<file path="config.mk">
export PLATFORM = sky130hd
export DESIGN_NAME = register_file
export DESIGN_NICKNAME = d
export VERILOG_FILES = /design/src/rtl/cpu_pkg.sv /design/src/rtl/register_file.sv
export SDC_FILE = /design/constraint.sdc
export NUM_CORES = 1
export LEC_CHECK = 0
export BUFFER_PORTS_ARGS = -buffer_cell sky130_fd_sc_hd__buf_2
export CAP_MARGIN = 15
export CORE_MARGIN = 2
export CORE_UTILIZATION = 40
export CTS_BUF_LIST = sky130_fd_sc_hd__clkbuf_8
export CTS_CLUSTER_SIZE = 25
export DETAILED_ROUTE_END_ITERATION = 8
export GPL_ROUTABILITY_DRIVEN = 1
export PLACE_DENSITY_LB_ADDON = 0.25
export SYNTH_ARGS = -nofsm -noshare
export SYNTH_HDL_FRONTEND = slang
export SYNTH_SLANG_ARGS = --single-unit
</file>
<file path="constraint.sdc">
create_clock -name clk -period 3.35 [get_ports clk]
set_clock_uncertainty 0.1 [all_clocks]
set_input_delay 0.335 -clock clk [delete_from_list [all_inputs] [get_ports clk]]
set_output_delay 0.335 -clock clk [all_outputs]
set_load 0.03 [all_outputs]
</file>
<file path="src/rtl/cpu_pkg.sv">
package cpu_pkg;

  //////////////////////////////////////////////////
  // Widths and sizes
  //////////////////////////////////////////////////
  localparam int DATA_W      = 16;  // Data word and address word
  localparam int REG_ADDR_W  = 4;   // Register ID
  localparam int NUM_REGS    = 16;  // Register 0 always reads as zero
  localparam int DMEM_ADDR_W = 8;   // Low bits of the ALU result index the data memory
  localparam int DMEM_DEPTH  = 256; // Data memory words

  //////////////////////////////////////////////////
  // ALU opcodes and operand sources
  //////////////////////////////////////////////////
  // Shifts take their amount from the low 4 bits of operand b
  typedef enum logic [3:0] {
    ALU_ADD    = 4'd0,
    ALU_SUB    = 4'd1,
    ALU_AND    = 4'd2,
    ALU_OR     = 4'd3,
    ALU_XOR    = 4'd4,
    ALU_SLL    = 4'd5,
    ALU_SRL    = 4'd6,
    ALU_SRA    = 4'd7,
    ALU_PASS_B = 4'd8   // Operand b straight through, used for load immediate
  } alu_op_e;

  typedef enum logic [1:0] {
    FWD_REG    = 2'd0,  // Register file read port
    FWD_EX_MEM = 2'd1,  // ALU result held in EX/MEM
    FWD_WB     = 2'd2   // Value on the write-back port
  } fwd_sel_e;

  //////////////////////////////////////////////////
  // Pipeline payloads
  //////////////////////////////////////////////////
  // Memory stage controls, 18 bits with the write data on top
  typedef struct packed {
    logic [DATA_W-1:0] mem_write_data;
    logic              mem_enable;
    logic              mem_write;
  } mem_ctrl_t;

  // Write-back controls, 8 bits with the destination on top
  typedef struct packed {
    logic [REG_ADDR_W-1:0] reg_rd;
    logic                  reg_write;
    logic                  mem_to_reg; // Result comes from the data memory
    logic                  hlt;
    logic                  pcs;        // Result is the next PC
  } wb_ctrl_t;

  // Decoded operation as it arrives on the issue port
  typedef struct packed {
    logic [DATA_W-1:0]     pc_next;
    alu_op_e               alu_op;
    logic [REG_ADDR_W-1:0] src_reg1;
    logic [REG_ADDR_W-1:0] src_reg2;
    logic [DATA_W-1:0]     imm;
    logic                  use_imm;    // Operand b is the immediate
    logic                  mem_enable;
    logic                  mem_write;
    wb_ctrl_t              wb;
  } issue_t;

  typedef struct packed {
    logic [DATA_W-1:0]     pc_next;
    logic [DATA_W-1:0]     alu_out;
    logic [REG_ADDR_W-1:0] src_reg2;   // Kept for the store data check in MEM
    mem_ctrl_t             mem;
    wb_ctrl_t              wb;
  } ex_mem_t;

  typedef struct packed {
    logic [DATA_W-1:0] pc_next;
    logic [DATA_W-1:0] alu_out;
    wb_ctrl_t          wb;
  } mem_wb_t;

endpackage

</file>
<file path="src/rtl/register_file.sv">
module register_file import cpu_pkg::*; (
  input  logic                  clk,
  input  logic                  reset,
  input  logic [REG_ADDR_W-1:0] rd_addr_a,
  input  logic [REG_ADDR_W-1:0] rd_addr_b,
  output logic [DATA_W-1:0]     rd_data_a,
  output logic [DATA_W-1:0]     rd_data_b,
  input  logic                  wr_en,
  input  logic [REG_ADDR_W-1:0] wr_addr,
  input  logic [DATA_W-1:0]     wr_data
);

  logic [DATA_W-1:0] regs [NUM_REGS]; // Entry 0 exists but is never read

  // Register 0 reads as zero
  // A value still on the write-back port reaches EX through the forward select
  assign rd_data_a = (rd_addr_a == '0) ? '0 : regs[rd_addr_a];
  assign rd_data_b = (rd_addr_b == '0) ? '0 : regs[rd_addr_b];

  always_ff @(posedge clk) begin
    if (reset) begin
      for (int i = 0; i < NUM_REGS; i++) begin
        regs[i] <= '0;
      end
    end else if (wr_en && (wr_addr != '0)) begin    // Writes to register 0 are dropped
      regs[wr_addr] <= wr_data;
    end
  end

endmodule

</file>
==> metrics <==
CP required=2.91 ns; clock root cell=clkbuf_8; Tot GR Track Use=22.14%; Setup Viol. Count Final=0; worst min-delay path class=in2reg; crit path max fanout=26; clock sink count=241; share of the synthesized area in the top cell type=55.17%; Peak VDD IR=0.2096 mV; largest registers=regs: 241 flops; global-route wire length before repair=54.52 mm; final hold violations=0; Top reg by flops=regs; clk buf depth=3; run status=completed; Final Critical Period=2.832 ns; CTS tree=yes; top post-synthesis cells by area=edfxtp_1 55%, mux4_2 12%, and2_1 11%; Slew Limit Fails=0; Synth Area in Compound Gates=slightly above 6%; first drt pass iteration count=7; Port Buffers=between 60 and 70; Final Routed Wirelength=36.92 mm; yosys warns=0; Fmax=353.1 MHz; RSZ-0062 raised after global routing=false; Ports=63; max-cap viol count=0; Mapped Cells=just over 900; critical path class=in2out; Synth Area in Adders=0%; Die X=185.1 um; post_cts resized=0; total grt overflow=0; P&R area growth vs syn=11.29%; setup bufs post-CTS=0; die height=185.1 um; Post-synth EDFFs=about 240; Largest register FFs=around 240; Slew headroom=49.86%; dpl hpwl=23.74 mm; sequential fraction of the synthesis area=between 50% and 60%; mux cell area share after synthesis=20.97%; wire length per cell=approximately 25 um; nets@finish=1028; cell area power density=473.3 mW/mm^2; core area=0.03245 mm^2; Critical Path AT=2.40 ns; DR DRC count=0; cell accounting for the most synthesized area=edfxtp_1; Unique masters post-synth=39; share of cells above drive strength 1=25.68%; Initial Util=40.42%; routed vias/inst=5.610; post-synthesis simple-gate area fraction=14.17%; Synth Register Bits=241; CTS H-tree depth=2; Die ar.=about 0.034 mm^2; synth cell count leaders=241 x and2_1, 241 x edfxtp_1, 105 x mux2i_1; syn nets=963; largest net degree at the start of global routing=35; clock slew at reported path FFs=0.06 ns; hold_buf cts=0; WHS=0.1236 ns; Avg Synthesized Cell Area=~14 um^2; period utilization=84.55%; largest family of logic cells by synthesized area=multiplexers; Mapped Area=approximately 0.013 mm^2; Critical Path Sink Type=output pin; DRT iter0 DRCs=700; Top FF cell, synth=edfxtp_1; Inserted Clock Buffers=40; Lkg Pwr=about 0.0054 uW; vias in the first global route=8528; Synth async-reset ratio=0%; antenna violations before repair=0; worst slew pin tran=0.7332 ns; # fillers=2906; antenna viol nets, final=0; Worst setup SP type=primary input; Setup TNS=0 ns; Cell Rows=66; ant diodes=0; vias=8224; placer congestion estimate=just over 0.8; Synth Area in XOR/XNOR=0%
==> cell usage in the layout (no fill, tap or decap), drive strengths merged <==
cell type / synthesis / final
nor2b: 3 / 3
mux2: 17 / 17
a21oi: 47 / 47
a221o: 15 / 15
nand2b: 4 / 4
clkinv: 0 / 9
clkinvlp: 0 / 2
a2111oi: 15 / 15
nor3b: 2 / 2
mux2i: 105 / 105
a22oi: 15 / 15
nand3: 2 / 2
o22ai: 14 / 14
nor3: 3 / 3
bufinv: 0 / 1
buf: 48 / 106
and2: 241 / 241
inv: 1 / 17
nand2: 4 / 4
and3b: 1 / 1
mux4: 67 / 67
clkbuf: 35 / 41
a211oi: 3 / 3
nand3b: 2 / 2
conb: 1 / 1
o31ai: 1 / 1
edfxtp: 241 / 241
nor2: 28 / 28
a31oi: 1 / 1
o21ai: 1 / 1
or2: 15 / 15
==> critical path, cell delays in order <==
cell and delay, ns:
buf_4 0.45, buf_4 0.31, mux4_2 0.51, mux2i_1 0.42, a21oi_1 0.15, buf_2 0.20
==> worst paths after layout <==
check | startpoint | to | slack (ns) | depth (start not counted)
worst min-delay path | reset | regs[0][14] | 0.12 | 1
worst max-delay path | rd_addr_a[1] | rd_data_a[6] | 0.52 | 6
==> through the flow <==
stage	total power [uW]	worst slack, ns	cells	cell area [um^2]	utilization (%)
after detailed placement	4619	0.5426	1397	13890	42.81
after global routing	7159	0.4630	1466	14600	44.98
after CTS	6956	0.5302	1466	14600	44.98
after global placement	4612	0.5581	1397	13890	42.81
final	6910	0.5177	1466	14600	44.98
after floorplan	4275	1.070	932	13120	-
==> routing by layer <==
layer / vias up / global-route usage, % / part of all wire (%)
li1: 3671 / - / -
met1: 4210 / 28.17 / 41
met2: 277 / 39.10 / 51
met3: 66 / 3.008 / 5.0
met4: 0 / 7.048 / 2.6
met5: - / 0 / 0
==> cells by family after synthesis <==
kind of cell    count (synthesis)
other cells                     1
compound gates                112
mux                           189
buf+inv                        84
flops                         241
simple gates                  305
==> power by group <==
group | internal [uW] | switching (uW)
Sequential | 3500 | 90.7
Combinational | 373 | 597
Clock | 1210 | 1150
Total | 5070 | 1840
==> final cells by class <==
class	count	area, um^2	share of cell area (%)
inverter	1	3.754	0.02571
timing repair buffer	106	670.6	4.594
multi-input combinational	607	5430	37.20
clock buffer	41	564.3	3.865
clock inverter	28	140.1	0.9599
sequential	241	7237	49.57
tap	442	553.0	3.788
No activity file was read; power rests on OpenSTA's default activity.
