==> config.mk <==
export PLATFORM = sky130hd
export DESIGN_NAME = hazard_unit
export DESIGN_NICKNAME = d
export VERILOG_FILES = /design/src/rtl/cpu_pkg.sv /design/src/rtl/hazard_unit.sv
export SDC_FILE = /design/constraint.sdc
export NUM_CORES = 1
export LEC_CHECK = 0
export ABC_AREA = 0
export BUFFER_PORTS_ARGS = -buffer_cell sky130_fd_sc_hd__buf_2
export CAP_MARGIN = 20
export CORE_AREA = 2 2 65 67
export DETAILED_ROUTE_END_ITERATION = 6
export DIE_AREA = 0 0 67 69
export SETUP_SLACK_MARGIN = 0.4
export SLEW_MARGIN = 20
export SYNTH_ARGS = -nofsm -noshare
export SYNTH_HDL_FRONTEND = slang
export SYNTH_SLANG_ARGS = --single-unit
==> constraint.sdc <==
create_clock -name clk -period 2.4 [get_ports clk]
set_clock_uncertainty 0.05 [all_clocks]
set_input_delay 0.12 -clock clk [delete_from_list [all_inputs] [get_ports clk]]
set_output_delay 0.12 -clock clk [all_outputs]
set_load 0.1 [all_outputs]
==> src/rtl/cpu_pkg.sv <==
package cpu_pkg;

  //////////////////////////////////////////////////
  // Widths and sizes
  //////////////////////////////////////////////////
  localparam int DATA_W      = 16;  // Data word and address word
  localparam int REG_ADDR_W  = 4;   // Register ID
  localparam int NUM_REGS    = 16;  // Register 0 always reads as zero
  localparam int DMEM_ADDR_W = 8;   // Low bits of the ALU result index the data memory
  localparam int DMEM_DEPTH  = 256; // Data memory words

  //////////////////////////////////////////////////
  // ALU opcodes and operand sources
  //////////////////////////////////////////////////
  // Shifts take their amount from the low 4 bits of operand b
  typedef enum logic [3:0] {
    ALU_ADD    = 4'd0,
    ALU_SUB    = 4'd1,
    ALU_AND    = 4'd2,
    ALU_OR     = 4'd3,
    ALU_XOR    = 4'd4,
    ALU_SLL    = 4'd5,
    ALU_SRL    = 4'd6,
    ALU_SRA    = 4'd7,
    ALU_PASS_B = 4'd8   // Operand b straight through, used for load immediate
  } alu_op_e;

  typedef enum logic [1:0] {
    FWD_REG    = 2'd0,  // Register file read port
    FWD_EX_MEM = 2'd1,  // ALU result held in EX/MEM
    FWD_WB     = 2'd2   // Value on the write-back port
  } fwd_sel_e;

  //////////////////////////////////////////////////
  // Pipeline payloads
  //////////////////////////////////////////////////
  // Memory stage controls, 18 bits with the write data on top
  typedef struct packed {
    logic [DATA_W-1:0] mem_write_data;
    logic              mem_enable;
    logic              mem_write;
  } mem_ctrl_t;

  // Write-back controls, 8 bits with the destination on top
  typedef struct packed {
    logic [REG_ADDR_W-1:0] reg_rd;
    logic                  reg_write;
    logic                  mem_to_reg; // Result comes from the data memory
    logic                  hlt;
    logic                  pcs;        // Result is the next PC
  } wb_ctrl_t;

  // Decoded operation as it arrives on the issue port
  typedef struct packed {
    logic [DATA_W-1:0]     pc_next;
    alu_op_e               alu_op;
    logic [REG_ADDR_W-1:0] src_reg1;
    logic [REG_ADDR_W-1:0] src_reg2;
    logic [DATA_W-1:0]     imm;
    logic                  use_imm;    // Operand b is the immediate
    logic                  mem_enable;
    logic                  mem_write;
    wb_ctrl_t              wb;
  } issue_t;

  typedef struct packed {
    logic [DATA_W-1:0]     pc_next;
    logic [DATA_W-1:0]     alu_out;
    logic [REG_ADDR_W-1:0] src_reg2;   // Kept for the store data check in MEM
    mem_ctrl_t             mem;
    wb_ctrl_t              wb;
  } ex_mem_t;

  typedef struct packed {
    logic [DATA_W-1:0] pc_next;
    logic [DATA_W-1:0] alu_out;
    wb_ctrl_t          wb;
  } mem_wb_t;

endpackage

==> src/rtl/hazard_unit.sv <==
module hazard_unit import cpu_pkg::*; (
  input  logic     clk,
  input  logic     reset,
  input  logic     issue_valid,
  input  issue_t   issue,
  input  ex_mem_t  ex_mem,
  input  mem_wb_t  mem_wb,
  output logic     issue_ready,
  output logic     bubble,     // Low only when an operation is accepted
  output fwd_sel_e fwd_a,
  output fwd_sel_e fwd_b,
  output logic     store_fwd,  // Memory writes the write-back value as store data
  output logic     halted
);

  logic ex_fwd_ok;    // EX/MEM result is ready for the ALU
  logic ex_late;      // EX/MEM result exists only after the memory stage
  logic wb_fwd_ok;
  logic stall;
  logic started_q;    // Low in reset and in the cycle after it
  logic halt_taken_q; // Set once a halt goes in and closes the port
  logic halted_q;

  //////////////////////////////////////////////////
  // Forwarding selects
  //////////////////////////////////////////////////
  assign ex_fwd_ok = ex_mem.wb.reg_write && (ex_mem.wb.reg_rd != '0)
                     && !ex_mem.wb.mem_to_reg && !ex_mem.wb.pcs;
  assign ex_late   = ex_mem.wb.reg_write && (ex_mem.wb.reg_rd != '0)
                     && (ex_mem.wb.mem_to_reg || ex_mem.wb.pcs);
  assign wb_fwd_ok = mem_wb.wb.reg_write && (mem_wb.wb.reg_rd != '0);

  // The nearer producer wins
  function automatic fwd_sel_e pick_fwd(input logic [REG_ADDR_W-1:0] src);
    fwd_sel_e sel;
    if (ex_fwd_ok && (ex_mem.wb.reg_rd == src)) begin
      sel = FWD_EX_MEM;
    end else if (wb_fwd_ok && (mem_wb.wb.reg_rd == src)) begin
      sel = FWD_WB;
    end else begin
      sel = FWD_REG;
    end
    return sel;
  endfunction

  always_comb begin
    fwd_a = pick_fwd(issue.src_reg1);
    fwd_b = pick_fwd(issue.src_reg2);
  end

  //////////////////////////////////////////////////
  // Stall, store data forwarding and handshake
  //////////////////////////////////////////////////
  // A load or PCS result feeding an ALU source holds the issue for one cycle
  assign stall = ex_late && ((ex_mem.wb.reg_rd == issue.src_reg1)
                 || (!issue.use_imm && (ex_mem.wb.reg_rd == issue.src_reg2)));

  // Store right behind a load or PCS of its data register
  assign store_fwd = ex_mem.mem.mem_enable && ex_mem.mem.mem_write && wb_fwd_ok
                     && (mem_wb.wb.mem_to_reg || mem_wb.wb.pcs)
                     && (mem_wb.wb.reg_rd == ex_mem.src_reg2);

  assign issue_ready = started_q && !halt_taken_q && !stall; // Independent of issue_valid
  assign bubble      = !(issue_valid && issue_ready);
  assign halted      = halted_q || mem_wb.wb.hlt;            // Rises with the halt in MEM/WB

  always_ff @(posedge clk) begin
    if (reset) begin
      started_q    <= 1'b0;
      halt_taken_q <= 1'b0;
      halted_q     <= 1'b0;
    end else begin
      started_q <= 1'b1;
      if (issue_valid && issue_ready && issue.wb.hlt) begin
        halt_taken_q <= 1'b1;   // Sticky until reset
      end
      if (mem_wb.wb.hlt) begin
        halted_q <= 1'b1;
      end
    end
  end

endmodule

==> implementation parameters <==
Parameter                              Value

Min path
  Worst hold path type    input port to register

Place
  Half-perimeter wire length of the detailed placement result    1390 um
  IO buf count    41
  Post-place instance area    742 um2
  Worst Setup Slack post-DPL    0.408 ns
  Weighted congestion at the end of routability-driven global placement    0.759
  Number of cells in the design after placement    140

Layout
  Final net count    255
  Area of all placed cells without fillers    790 um2
  ANT cells    0
  Combined flip-flop and latch cell area    60.1 um2
  Fraction of final layout cells with drive strength greater than 1    0.596
  Total of fill cells in the finished design    451
  Cell Count, Final, Fillers Out    144
  Final cell utilization of the core    0.202
  Area taken by multi-input logic gates    403 um2
  Relative area change from synthesis to final layout    95.4%

STA
  Final Worst Setup Slack    0.477 ns
  RSZ-0062 raised after global routing    no
  Worst-margin pin slew    0.490 ns
  Tcrit/Tclk final    0.801
  Minimum hold slack    0.0441 ns
  Rel. slew slack    0.676
  Final Hold Fails    0
  Fin crit period    1.92 ns
  Max Slew Vio Count    0
  Final setup vio count    0
  Summed negative setup slack over all endpoints    0 ns
  Fmax    0.520 GHz

Clocking
  CTS H-tree depth    1
  Longest Clk Path Bufs    2
  Clock net sink count    3
  CTS tree    done
  Source-to-sink clock delay at the later pin of the worst-skew pair    0.22 ns
  Cts bufs inserted    3
  Post-CTS clock slew at the launch and capture registers of the worst setup and hold paths    0.03 ns
  Number of buffers added to fix hold violations after cts    0
  CTS root buffer    sky130_fd_sc_hd__clkbuf_8

Logic synthesis
  Parity-gate share of the synthesized area counting xor and xnor cells    0.433
  Warning count from the yosys run    0
  Synth cell count leaders    sky130_fd_sc_hd__xnor2_1, sky130_fd_sc_hd__nand4_1, sky130_fd_sc_hd__nor3_1
  Mapped cell area    404 um2
  Dominant combinational cell family by area after synthesis    XOR/XNOR gates
  Cell type contributing the most total cell area after synthesis    sky130_fd_sc_hd__xnor2_1
  Number of synthesized flops with an enable pin    0
  Leading cell types by total area after synthesis    sky130_fd_sc_hd__xnor2_1, sky130_fd_sc_hd__dfxtp_1, sky130_fd_sc_hd__nand4_1, sky130_fd_sc_hd__nor3_1, sky130_fd_sc_hd__o41ai_1
  Share of the synthesized area in compound gates (AO/OA/AOI/OAI)    0.127
  Most common cell in the synthesized netlist    sky130_fd_sc_hd__xnor2_1
  Post-synth ARST share    0
  Top FF cell, synth    sky130_fd_sc_hd__dfxtp_1
  Simple-gate share of the synthesized area    0.282
  Count of unique library cells instantiated by Yosys    17
  Flip-flop and latch count after synthesis    3
  Proportion of netlist area held by the largest area contributor    0.433
  Area share of fa/ha/maj cells after synthesis    0
  Post-synthesis mux area share    0
  Synthesized instance count    48
  Seq/Total Area, Yosys    0.149
  Syn_area_per_cell    8.42 um2
  Synthesized Nets    208

GRT
  Overflow left after global routing    0
  Via count of the first global-routing pass    570
  Initial antenna violation count    0
  Wire length of the first global-routing pass    2510 um
  Maximum number of pins on one net before global-route repair    5
  Total routing usage reported by global routing    0.0697

Route
  Remaining antenna violation count after routing    0
  Detailed-route vias per instance    3.66
  Routed length per placed instance    10.4 um
  1st-iter DRT viols    14
  Via total after detailed routing    527
  Wire length reported by the detailed router    1500 um
  DR pass1 iterations    2
  Post-route DRC    0

Die
  Placeable core region    3910 um2
  Starting Density    0.103
  Chip height    69 um
  Area of the die    4620 um2
  Die X    67 um
  Core Rows    23
  Count of boundary I/O pins    168

Critical path
  Worst setup path category    input port to primary output
  Critical path data arrival time    1.75 ns
  Endpoint type of the worst setup path    primary output
  Critical path peak fanout    3
  Startpoint kind of the worst setup timing path    input port
  Required time of the worst setup path    2.23 ns

Run status
  Outcome    finished, final reports clean

Run
  Max-cap check violation count    0

Power and ir drop
  Worst supply voltage drop on vdd    0.000112 V
  Pwr per Cell Area    439 nW/um2
  Total power    347 uW
  Leak Pwr    0.317 nW
## cell type report
| type | instances | area share |
|---|---|---|
| Clock buffer | 4 | 0.0571 |
| Inverter | 1 | 0.00475 |
| Multi-Input combinational cell | 44 | 0.510 |
| Sequential cell | 3 | 0.0761 |
| Tap cell | 50 | 0.0792 |
| Timing Repair Buffer | 42 | 0.273 |
## worst max-delay path, stage by stage
cell	delay (ns)
sky130_fd_sc_hd__buf_2	0.12
sky130_fd_sc_hd__or4_4	0.54
sky130_fd_sc_hd__o211ai_2	0.11
sky130_fd_sc_hd__o31ai_2	0.12
sky130_fd_sc_hd__or4b_1	0.48
sky130_fd_sc_hd__buf_4	0.25
## power breakdown
part	leakage (nW)	total, mW	switching, mW	internal, mW
clock	0.0228	0.148	0.0346	0.113
sequential	0.0250	0.0551	0.00175	0.0534
combinational	0.269	0.144	0.0870	0.0566
total	0.317	0.347	0.123	0.223
## path summary, 6_finish.rpt
kind,depth (start not counted),end,startpoint,slack [ns]
max,6,bubble,ex_mem[4],0.48
min,2,started_q,reset,0.04
max reg2reg,2,halted_q,halted_q,1.51
min reg2reg,2,halt_taken_q,halt_taken_q,0.45
## cell usage in the layout, fill, tap and decap left out
| cell | instances |
|---|---|
| sky130_fd_sc_hd__buf_2 | 40 |
| sky130_fd_sc_hd__nor3_4 | 2 |
| sky130_fd_sc_hd__or2_2 | 1 |
| sky130_fd_sc_hd__o31ai_2 | 1 |
| sky130_fd_sc_hd__nand2_1 | 3 |
| sky130_fd_sc_hd__o211ai_2 | 1 |
| sky130_fd_sc_hd__clkbuf_1 | 1 |
| sky130_fd_sc_hd__clkbuf_8 | 3 |
| sky130_fd_sc_hd__nor3_2 | 2 |
| sky130_fd_sc_hd__and2_1 | 1 |
| sky130_fd_sc_hd__buf_4 | 2 |
| sky130_fd_sc_hd__o2111ai_1 | 1 |
| sky130_fd_sc_hd__o41ai_1 | 2 |
| sky130_fd_sc_hd__nand3_1 | 1 |
| sky130_fd_sc_hd__nand4_1 | 4 |
| sky130_fd_sc_hd__nor2_2 | 1 |
| sky130_fd_sc_hd__or4_4 | 1 |
| sky130_fd_sc_hd__dfxtp_1 | 3 |
| sky130_fd_sc_hd__nor4_4 | 2 |
| sky130_fd_sc_hd__inv_1 | 1 |
| sky130_fd_sc_hd__or4b_1 | 1 |
| sky130_fd_sc_hd__xnor2_1 | 20 |
## cell families after synthesis
logic type,Yosys count
XOR/XNOR,20
buffers and inverters,1
AND/OR/NAND/NOR,19
flip-flops,3
AO/OA/AOI/OAI,5
## metal layers
metal / vias to the layer above / global-route usage / wire length (um)
met1: 235 / 0.0781 / 564
met2: 20 / 0.122 / 812
met5: - / 0 / 0
li1: 272 / - / -
met3: 0 / 0.0131 / 125
met4: 0 / 0.0340 / 0
## state kept, by name, indices dropped and copies added, names as in the netlist
name          count
halt_taken_q      1
halted_q          1
started_q         1
## timing repair
action / CTS / global route
buffers inserted: 0 / 0
setup endpoints to repair: 0 / 1
gates resized for setup: 0 / 2
Power figures use the tool's default switching activity.
