$ cat src/rtl/cpu_pkg.sv
package cpu_pkg;

  //////////////////////////////////////////////////
  // Widths and sizes
  //////////////////////////////////////////////////
  localparam int DATA_W      = 16;  // Data word and address word
  localparam int REG_ADDR_W  = 4;   // Register ID
  localparam int NUM_REGS    = 16;  // Register 0 always reads as zero
  localparam int DMEM_ADDR_W = 8;   // Low bits of the ALU result index the data memory
  localparam int DMEM_DEPTH  = 256; // Data memory words

  //////////////////////////////////////////////////
  // ALU opcodes and operand sources
  //////////////////////////////////////////////////
  // Shifts take their amount from the low 4 bits of operand b
  typedef enum logic [3:0] {
    ALU_ADD    = 4'd0,
    ALU_SUB    = 4'd1,
    ALU_AND    = 4'd2,
    ALU_OR     = 4'd3,
    ALU_XOR    = 4'd4,
    ALU_SLL    = 4'd5,
    ALU_SRL    = 4'd6,
    ALU_SRA    = 4'd7,
    ALU_PASS_B = 4'd8   // Operand b straight through, used for load immediate
  } alu_op_e;

  typedef enum logic [1:0] {
    FWD_REG    = 2'd0,  // Register file read port
    FWD_EX_MEM = 2'd1,  // ALU result held in EX/MEM
    FWD_WB     = 2'd2   // Value on the write-back port
  } fwd_sel_e;

  //////////////////////////////////////////////////
  // Pipeline payloads
  //////////////////////////////////////////////////
  // Memory stage controls, 18 bits with the write data on top
  typedef struct packed {
    logic [DATA_W-1:0] mem_write_data;
    logic              mem_enable;
    logic              mem_write;
  } mem_ctrl_t;

  // Write-back controls, 8 bits with the destination on top
  typedef struct packed {
    logic [REG_ADDR_W-1:0] reg_rd;
    logic                  reg_write;
    logic                  mem_to_reg; // Result comes from the data memory
    logic                  hlt;
    logic                  pcs;        // Result is the next PC
  } wb_ctrl_t;

  // Decoded operation as it arrives on the issue port
  typedef struct packed {
    logic [DATA_W-1:0]     pc_next;
    alu_op_e               alu_op;
    logic [REG_ADDR_W-1:0] src_reg1;
    logic [REG_ADDR_W-1:0] src_reg2;
    logic [DATA_W-1:0]     imm;
    logic                  use_imm;    // Operand b is the immediate
    logic                  mem_enable;
    logic                  mem_write;
    wb_ctrl_t              wb;
  } issue_t;

  typedef struct packed {
    logic [DATA_W-1:0]     pc_next;
    logic [DATA_W-1:0]     alu_out;
    logic [REG_ADDR_W-1:0] src_reg2;   // Kept for the store data check in MEM
    mem_ctrl_t             mem;
    wb_ctrl_t              wb;
  } ex_mem_t;

  typedef struct packed {
    logic [DATA_W-1:0] pc_next;
    logic [DATA_W-1:0] alu_out;
    wb_ctrl_t          wb;
  } mem_wb_t;

endpackage

$ cat src/rtl/execute_unit.sv
module execute_unit import cpu_pkg::*; (
  input  issue_t            issue,
  input  logic [DATA_W-1:0] rd_data_a,
  input  logic [DATA_W-1:0] rd_data_b,
  input  logic [DATA_W-1:0] ex_alu_out,  // Result of the operation one ahead
  input  logic [DATA_W-1:0] wb_data,     // Result of the operation two ahead
  input  fwd_sel_e          fwd_a,
  input  fwd_sel_e          fwd_b,
  output ex_mem_t           ex_mem_d
);

  logic [DATA_W-1:0] op_a;    // First ALU operand after forwarding
  logic [DATA_W-1:0] reg_b;   // Second register value after forwarding
  logic [DATA_W-1:0] op_b;    // Second ALU operand
  logic [DATA_W-1:0] alu_out;
  logic [3:0]        shamt;

  // Operand selection
  always_comb begin
    unique case (fwd_a)
      FWD_EX_MEM: op_a = ex_alu_out;
      FWD_WB:     op_a = wb_data;
      default:    op_a = rd_data_a;
    endcase
    unique case (fwd_b)
      FWD_EX_MEM: reg_b = ex_alu_out;
      FWD_WB:     reg_b = wb_data;
      default:    reg_b = rd_data_b;
    endcase
  end

  assign op_b  = issue.use_imm ? issue.imm : reg_b; // Immediate replaces the second register
  assign shamt = op_b[3:0];

  // ALU
  always_comb begin
    unique case (issue.alu_op)
      ALU_ADD:    alu_out = op_a + op_b;
      ALU_SUB:    alu_out = op_a - op_b;
      ALU_AND:    alu_out = op_a & op_b;
      ALU_OR:     alu_out = op_a | op_b;
      ALU_XOR:    alu_out = op_a ^ op_b;
      ALU_SLL:    alu_out = op_a << shamt;
      ALU_SRL:    alu_out = op_a >> shamt;
      ALU_SRA:    alu_out = DATA_W'($signed(op_a) >>> shamt); // Sign bit fills in
      ALU_PASS_B: alu_out = op_b;
      default:    alu_out = '0;
    endcase
  end

  // Pack the payload for EX/MEM. A store writes the forwarded second register,
  // the address comes from the ALU
  always_comb begin
    ex_mem_d.pc_next            = issue.pc_next;
    ex_mem_d.alu_out            = alu_out;
    ex_mem_d.src_reg2           = issue.src_reg2;
    ex_mem_d.mem.mem_write_data = reg_b;
    ex_mem_d.mem.mem_enable     = issue.mem_enable;
    ex_mem_d.mem.mem_write      = issue.mem_write;
    ex_mem_d.wb                 = issue.wb;
  end

endmodule

$ cat config.mk
export PLATFORM = sky130hd
export DESIGN_NAME = execute_unit
export DESIGN_NICKNAME = d
export VERILOG_FILES = /design/src/rtl/cpu_pkg.sv /design/src/rtl/execute_unit.sv
export SDC_FILE = /design/constraint.sdc
export NUM_CORES = 1
export LEC_CHECK = 0
export ABC_AREA = 1
export BUFFER_PORTS_ARGS = -buffer_cell sky130_fd_sc_hd__buf_4
export CAP_MARGIN = 5
export CELL_PAD_IN_SITES_DETAIL_PLACEMENT = 0
export CELL_PAD_IN_SITES_GLOBAL_PLACEMENT = 2
export CORE_AREA = 2 2 147 149
export DETAILED_ROUTE_END_ITERATION = 12
export DIE_AREA = 0 0 149 151
export PLACE_DENSITY_LB_ADDON = 0.3
export SLEW_MARGIN = 40
export SYNTH_ARGS = -nofsm -noshare
export SYNTH_HDL_FRONTEND = slang
export SYNTH_SLANG_ARGS = --single-unit
$ cat constraint.sdc
create_clock -name vclk -period 4.4
set_input_delay 0.22 -clock vclk [all_inputs]
set_output_delay 0.22 -clock vclk [all_outputs]
set_load 0.005 [all_outputs]
==> metrics, run 1 <==
CP Buf/Inv Count=4; Post-Syn Nets=1187; CP top delay family=simple AND/OR/NAND/NOR gates; Worst Path Required=4.18 ns; global-route wire length before repair=37680 µm; Avg WL per Cell=18.17 µm; Clock Power Share=0%; DR iter-0 viols=429; nets=1272; Yosys Warn Count=0; max cap viols=0; Hold Violations, Final=0; post-layout power=1.122 mW; Gate Count Post-Synth=1007; CLK BUF=0; global route overflow=0; Switching Share=a little over three fifths; met3 Track Usage GR=around 2.1%; sequential power share=0%; Leak Pwr=between 3 and 4 nW; critical path type=input port to output port; Multi-input gate area=4394 µm²; final setup vio count=0; via count=6712; Max Fclk=250.4 MHz; Hold Path Class=input port to output port; Setup crit start kind=input port; die width=between 100 and 150 µm; Slowest cell on crit path=ha_2; residual DRC count=0; Yosys top cell by area=nand2_1; DRT antenna net count=0; post-synthesis cell area=roughly 5200 µm²; Yosys top cell area share=28.19%; Die Area=22500 µm²; core area=20820 µm²; Pre-Repair DR Iteration Count=5; Setup crit end kind=output port; setup TNS=0 ns; Levels on crit path=24; PwrDens=approximately 180 nW/µm²; Layout area overhead=20.12%; Total GRT Usage=21.87%; Hold Path Cell Cnt=0; largest net degree at the start of global routing=33; Worst Tran Pin Value=0.8130 ns; initial antenna violation count=0; Critical Path Fanout Max=24; Final Non-Filler Cells=1365; # rows=53; status=complete, no violations; area occupied by registers=0 µm²; vias in the first global route=6556; Final period util=between 90 and 100%; Post-CTS Setup Inserts=0; ANT cells=0; GPL Wtd Cong=0.8760; min cycle time layout=3.994 ns; grt peak-use layer=met2; Global Route met1 Usage=27.82%; flip-flop and latch count=0; height of the die=about 150 µm; sequential share of the synthesized area=0%; relative max-transition margin=45.80%; layout cells sized above 1=17.16%; Avg Inst Size Synth=between 5 and 6 µm²; final wirelength=24800 µm; Port-buffer cells=about 120; WP data arrival=3.77 ns; internal power=0.4138 mW; CP Cell Sequence=buf_4 > ha_2 > inv_4 > nand2_1 > nand3_1 > nand2_1 > buf_4 > nand2_1 > nor2_1 > nand2_1 > nand2_1 > xor2_1 > ha_1 > a21oi_1 > o21ai_0 > nand2_1 > nand3_1 > nand2_1 > nand2_1 > a21oi_1 > or2_2 > nand3_1 > nand2_1 > buf_4; Synth cell types=46; Starting Density=24.88%; DR vias/cell=4.917; RSZ-0062 raised after global routing=no; met2 usage=39.63%; Most common cell on crit path=nand2_1; Sw Pwr=0.7086 mW; combinational share of power=100.0%; ranking of synthesized cells by area=nand2_1 28%, nand3_1 16%, ha_1 14%, inv_1 5.5%, o21ai_0 5.3%; maximum VDD drop=~50 µV; HPWL Detailed=between 20000 and 25000 µm; fill cell count=2488; CP peak stage delay=0.38 ns; placed insts=roughly 1400; Slew Limit Fails=0; # IOs=approximately 190
## logic make-up (layout without fill, tap and decap cells)
family                   count (synthesis)  after routing  share of synthesized area, %
AND/OR/NAND/NOR                        657            657                         54.81
buffers and inverters                  154            237                         15.27
AO/OA/AOI/OAI                          128            128                         14.15
adder cells (fa/ha/maj)                 57             57                         13.91
XOR/XNOR                                11             11                         1.860
## worst paths after layout
check	to	from	slack [ns]
setup / recovery	ex_mem_d[44]	fwd_b[1]	0.41
hold / removal	ex_mem_d[0]	issue[0]	0.44
## power by group through the flow
stage	combinational, mW	clock [mW]	sequential [mW]
6_report	1.12	0	0
5_1_grt	1.26	0	0
4_1_cts	1.12	0	0
3_5_place_dp	1.12	0	0
3_3_place_gp	1.12	0	0
2_1_floorplan	0.716	0	0
## layout by cell type, fill, tap and decap left out, drive strengths merged
master / instances
nor2: 59
o21ai: 68
o21a: 1
o2111ai: 1
a221oi: 9
o31ai: 1
inv: 80
or2: 22
nand3b: 2
nand2: 394
o221ai: 1
and2: 1
nand4: 4
o211a: 1
a21oi: 32
ha: 56
a32o: 1
nand3: 171
o22ai: 2
a211o: 1
buf: 157
a211oi: 1
a21o: 1
a2111oi: 1
nor3: 4
fa: 1
xor2: 11
o21bai: 2
o211ai: 5
## Yosys cell counts, types with 6 or more instances
library cell / n
nor2_1: 56
clkbuf_1: 7
o21ai_1: 12
a21oi_1: 32
nand3_1: 167
xor2_1: 11
or2_0: 7
a221oi_1: 9
nand2_1: 389
ha_1: 56
buf_2: 21
buf_6: 6
buf_4: 35
o21ai_0: 55
inv_1: 76
or2_2: 10
## layout make-up
| class | count | area share, % |
|---|---|---|
| repair buffers | 157 | 18.94 |
| well taps | 275 | 5.530 |
| inverters | 80 | 4.906 |
| multi-input cells | 853 | 70.62 |
## through the flow
step | util [%] | cell area [µm²] | hold WS (ns) | setup slack [ns]
after floorplan | - | 5180 | 0.5208 | 0.9111
after global placement | 29.86 | 6217 | 0.4400 | 0.3870
after detailed placement | 29.86 | 6217 | 0.4400 | 0.3659
after CTS | 29.86 | 6217 | 0.4400 | 0.3439
after global routing | 29.88 | 6222 | 0.4400 | 0.03177
final | 29.88 | 6222 | 0.4400 | 0.4058
## routing by layer
layer / vias to the layer above / share of wire (%) / routed length, µm
li1: 3442 / - / -
met1: 3042 / 44 / 10910
met3: 38 / 5.0 / 1246
met5: - / 0 / 0
met2: 190 / 48 / 11950
met4: 0 / 2.8 / 701
## timing repair
action,in CTS,in global routing
resized for setup,0,2
endpoints found under the setup margin,0,4
hold buffers,0,0
endpoints found under the hold margin,0,0
Note: power is estimated with default switching activity, not from simulation.
==> inputs of run 2 (changes only) <==
--- a/config.mk
+++ b/config.mk
@@ -13,7 +13,7 @@
 export CORE_AREA = 2 2 147 149
 export DETAILED_ROUTE_END_ITERATION = 12
 export DIE_AREA = 0 0 149 151
-export PLACE_DENSITY_LB_ADDON = 0.3
+export PLACE_DENSITY_LB_ADDON = 0.1
 export SLEW_MARGIN = 40
 export SYNTH_ARGS = -nofsm -noshare
 export SYNTH_HDL_FRONTEND = slang
==> run 2 against run 1 <==
Compared with the run above:
- design area fell by 0.40%
- first-iteration DRC count fell by 3.0%
- setup slack got worse by 0.14 ns
- global-route usage rose by 0.88 points
- critical endpoint is now ex_mem_d[39]
- largest cell class unchanged
==> metrics, run 2 (synthesis gave the netlist of run 1 again) <==
pre-CTS WS=0.3207 ns (-0.04522 ns); vias in the first global route=6538 (-0.27%); WP data arrival=3.92 ns (+0.15 ns); status=complete, no violations; setup TNS=0 ns (unchanged); Hold Path Class=input port to output port; Post-DP Area=6195 µm² (-0.36%); Slowest cell on crit path=ha_1; Post-CTS Setup Inserts=0 (unchanged); relative max-transition margin=50.29% (+4.5 points); Pre-Repair DR Iteration Count=5 (unchanged); Setup crit start kind=input port; commonest non-fill, non-tap cell in the layout=nand2_1; HPWL Detailed=21540 µm (+5.0%); initial antenna violation count=0 (unchanged); DRT antenna net count=0 (unchanged); Layout area overhead=19.64%; Slew Limit Fails=0 (unchanged); min setup slack post-route=0.2638 ns (-0.1420 ns); PwrDens=182.6 nW/µm² (+1.2%); critical path type=input port to output port; Most common cell on crit path=nand2_1; CLK BUF=0 (unchanged); Final Non-Filler Cells=1362 (-0.22%); placed insts=1362 (-0.22%); via count=6617 (-1.4%); height of the die=151 µm (unchanged); residual DRC count=0 (unchanged); area occupied by registers=0 µm² (unchanged); Leak Pwr=3.410 nW (-0.45%); Critical Path Fanout Max=16 (-33%); Total GRT Usage=22.76% (+0.88 points); # rows=53 (unchanged); Avg WL per Cell=18.94 µm (+4.2%); GPL Wtd Cong=0.8547 (-2.4%); die width=149 µm (unchanged); final wirelength=25800 µm (+4.0%); RSZ-0062 raised after global routing=no; final setup vio count=0 (unchanged); Worst Path Required=4.18 ns (about the same); flip-flop and latch count=0 (unchanged); ANT cells=0 (unchanged); Die Area=22500 µm² (unchanged); largest net degree at the start of global routing=33 (unchanged); core area=20820 µm² (unchanged); CTS Hold Bufs=0 (unchanged); layout cells sized above 1=16.84% (-0.32 points); Setup crit end kind=output port; DR vias/cell=4.858 (-1.2%); max cap viols=0 (unchanged); Max Fclk=241.8 MHz (-3.4%); nets=1269 (-0.24%); global-route wire length before repair=39110 µm (+3.8%); Hold Violations, Final=0 (unchanged); global route overflow=0 (unchanged); Starting Density=24.88% (unchanged); post-layout power=1.131 mW (+0.79%); Port-buffer cells=121 (unchanged); DR iter-0 viols=416 (-3.0%); Final period util=94.00% (+3.2 points); min cycle time layout=4.136 ns (+0.1420 ns); fin area=6197 µm² (-0.40%); # IOs=185 (unchanged); most frequent cells in the layout=389 x nand2_1, 167 x nand3_1, 154 x buf_4; Worst Tran Pin Value=0.7429 ns (-0.07015 ns); maximum VDD drop=45.11 µV (-11%); CP Cell Sequence=buf_4 > inv_1 > ha_1 > inv_4 > nand2_1 > nand3_1 > nand2_1 > inv_2 > nor2_8 > nand2_1 > o31ai_1 > xor2_1 > ha_2 > a21oi_1 > o21ai_0 > nand3b_1 > o21ai_0 > a21o_1 > nand2_1 > nor2_1 > nand2_1 > buf_4; CP peak stage delay=0.38 ns (about the same)
==> run 2: cell count changes in the layout (fill, tap and decap cells not counted), sizes merged <==
cell,change
buf,-3
==> run 2: worst paths after layout <==
path | from | endpoint | slack [ns] | cells past startpoint
max | fwd_b[0] | ex_mem_d[39] | 0.26 | 22
min | issue[1] | ex_mem_d[1] | 0.44 | 0
==> run 2: layout make-up <==
type,count,area (µm²)
Tap cell,275,344.1
Multi-Input combinational cell,853,4392
Timing Repair Buffer,154,1156
Inverter,80,305.3
Fill cell,2555,14630
==> run 2: worst max-delay path: cells and delay by family <==
kind | cells | cell delay [ns]
and+or+nand+nor | 9 | 1.23
buffers and inverters | 5 | 0.52
AOI/OAI and AO/OA | 5 | 1.00
xor gates and xnor gates | 1 | 0.21
adders and majority gates | 2 | 0.72
==> run 2: layer usage <==
layer | share of wire, % | up-vias | GRT usage [%]
met5 | 0 | - | 0
met4 | 2.3 | 0 | 4.619
met3 | 4.2 | 28 | 1.506
met2 | 49 | 161 | 41.45
met1 | 45 | 3002 | 29.56
li1 | - | 3426 | -
==> run 2: power breakdown <==
group / total, mW / switching [mW] / internal, mW
registers: 0 / 0 / 0
clock network: 0 / 0 / 0
logic: 1.13 / 0.719 / 0.412
total: 1.13 / 0.719 / 0.412
==> run 2: stage by stage <==
step / hold slack, ns / utilization, %
after floorplan: 0.5208 / -
after detailed placement: 0.4400 / 29.75
after CTS: 0.4400 / 29.75
after global routing: 0.4400 / 29.76
after global placement: 0.4400 / 29.75
final: 0.4400 / 29.76
==> run 2: what timing repair did <==
| action | 4_1_cts | 5_1_grt |
|---|---|---|
| setup endpoints to repair | 0 | 1 |
| endpoints found under the hold margin | 0 | 0 |
| gates resized for setup | 0 | 1 |
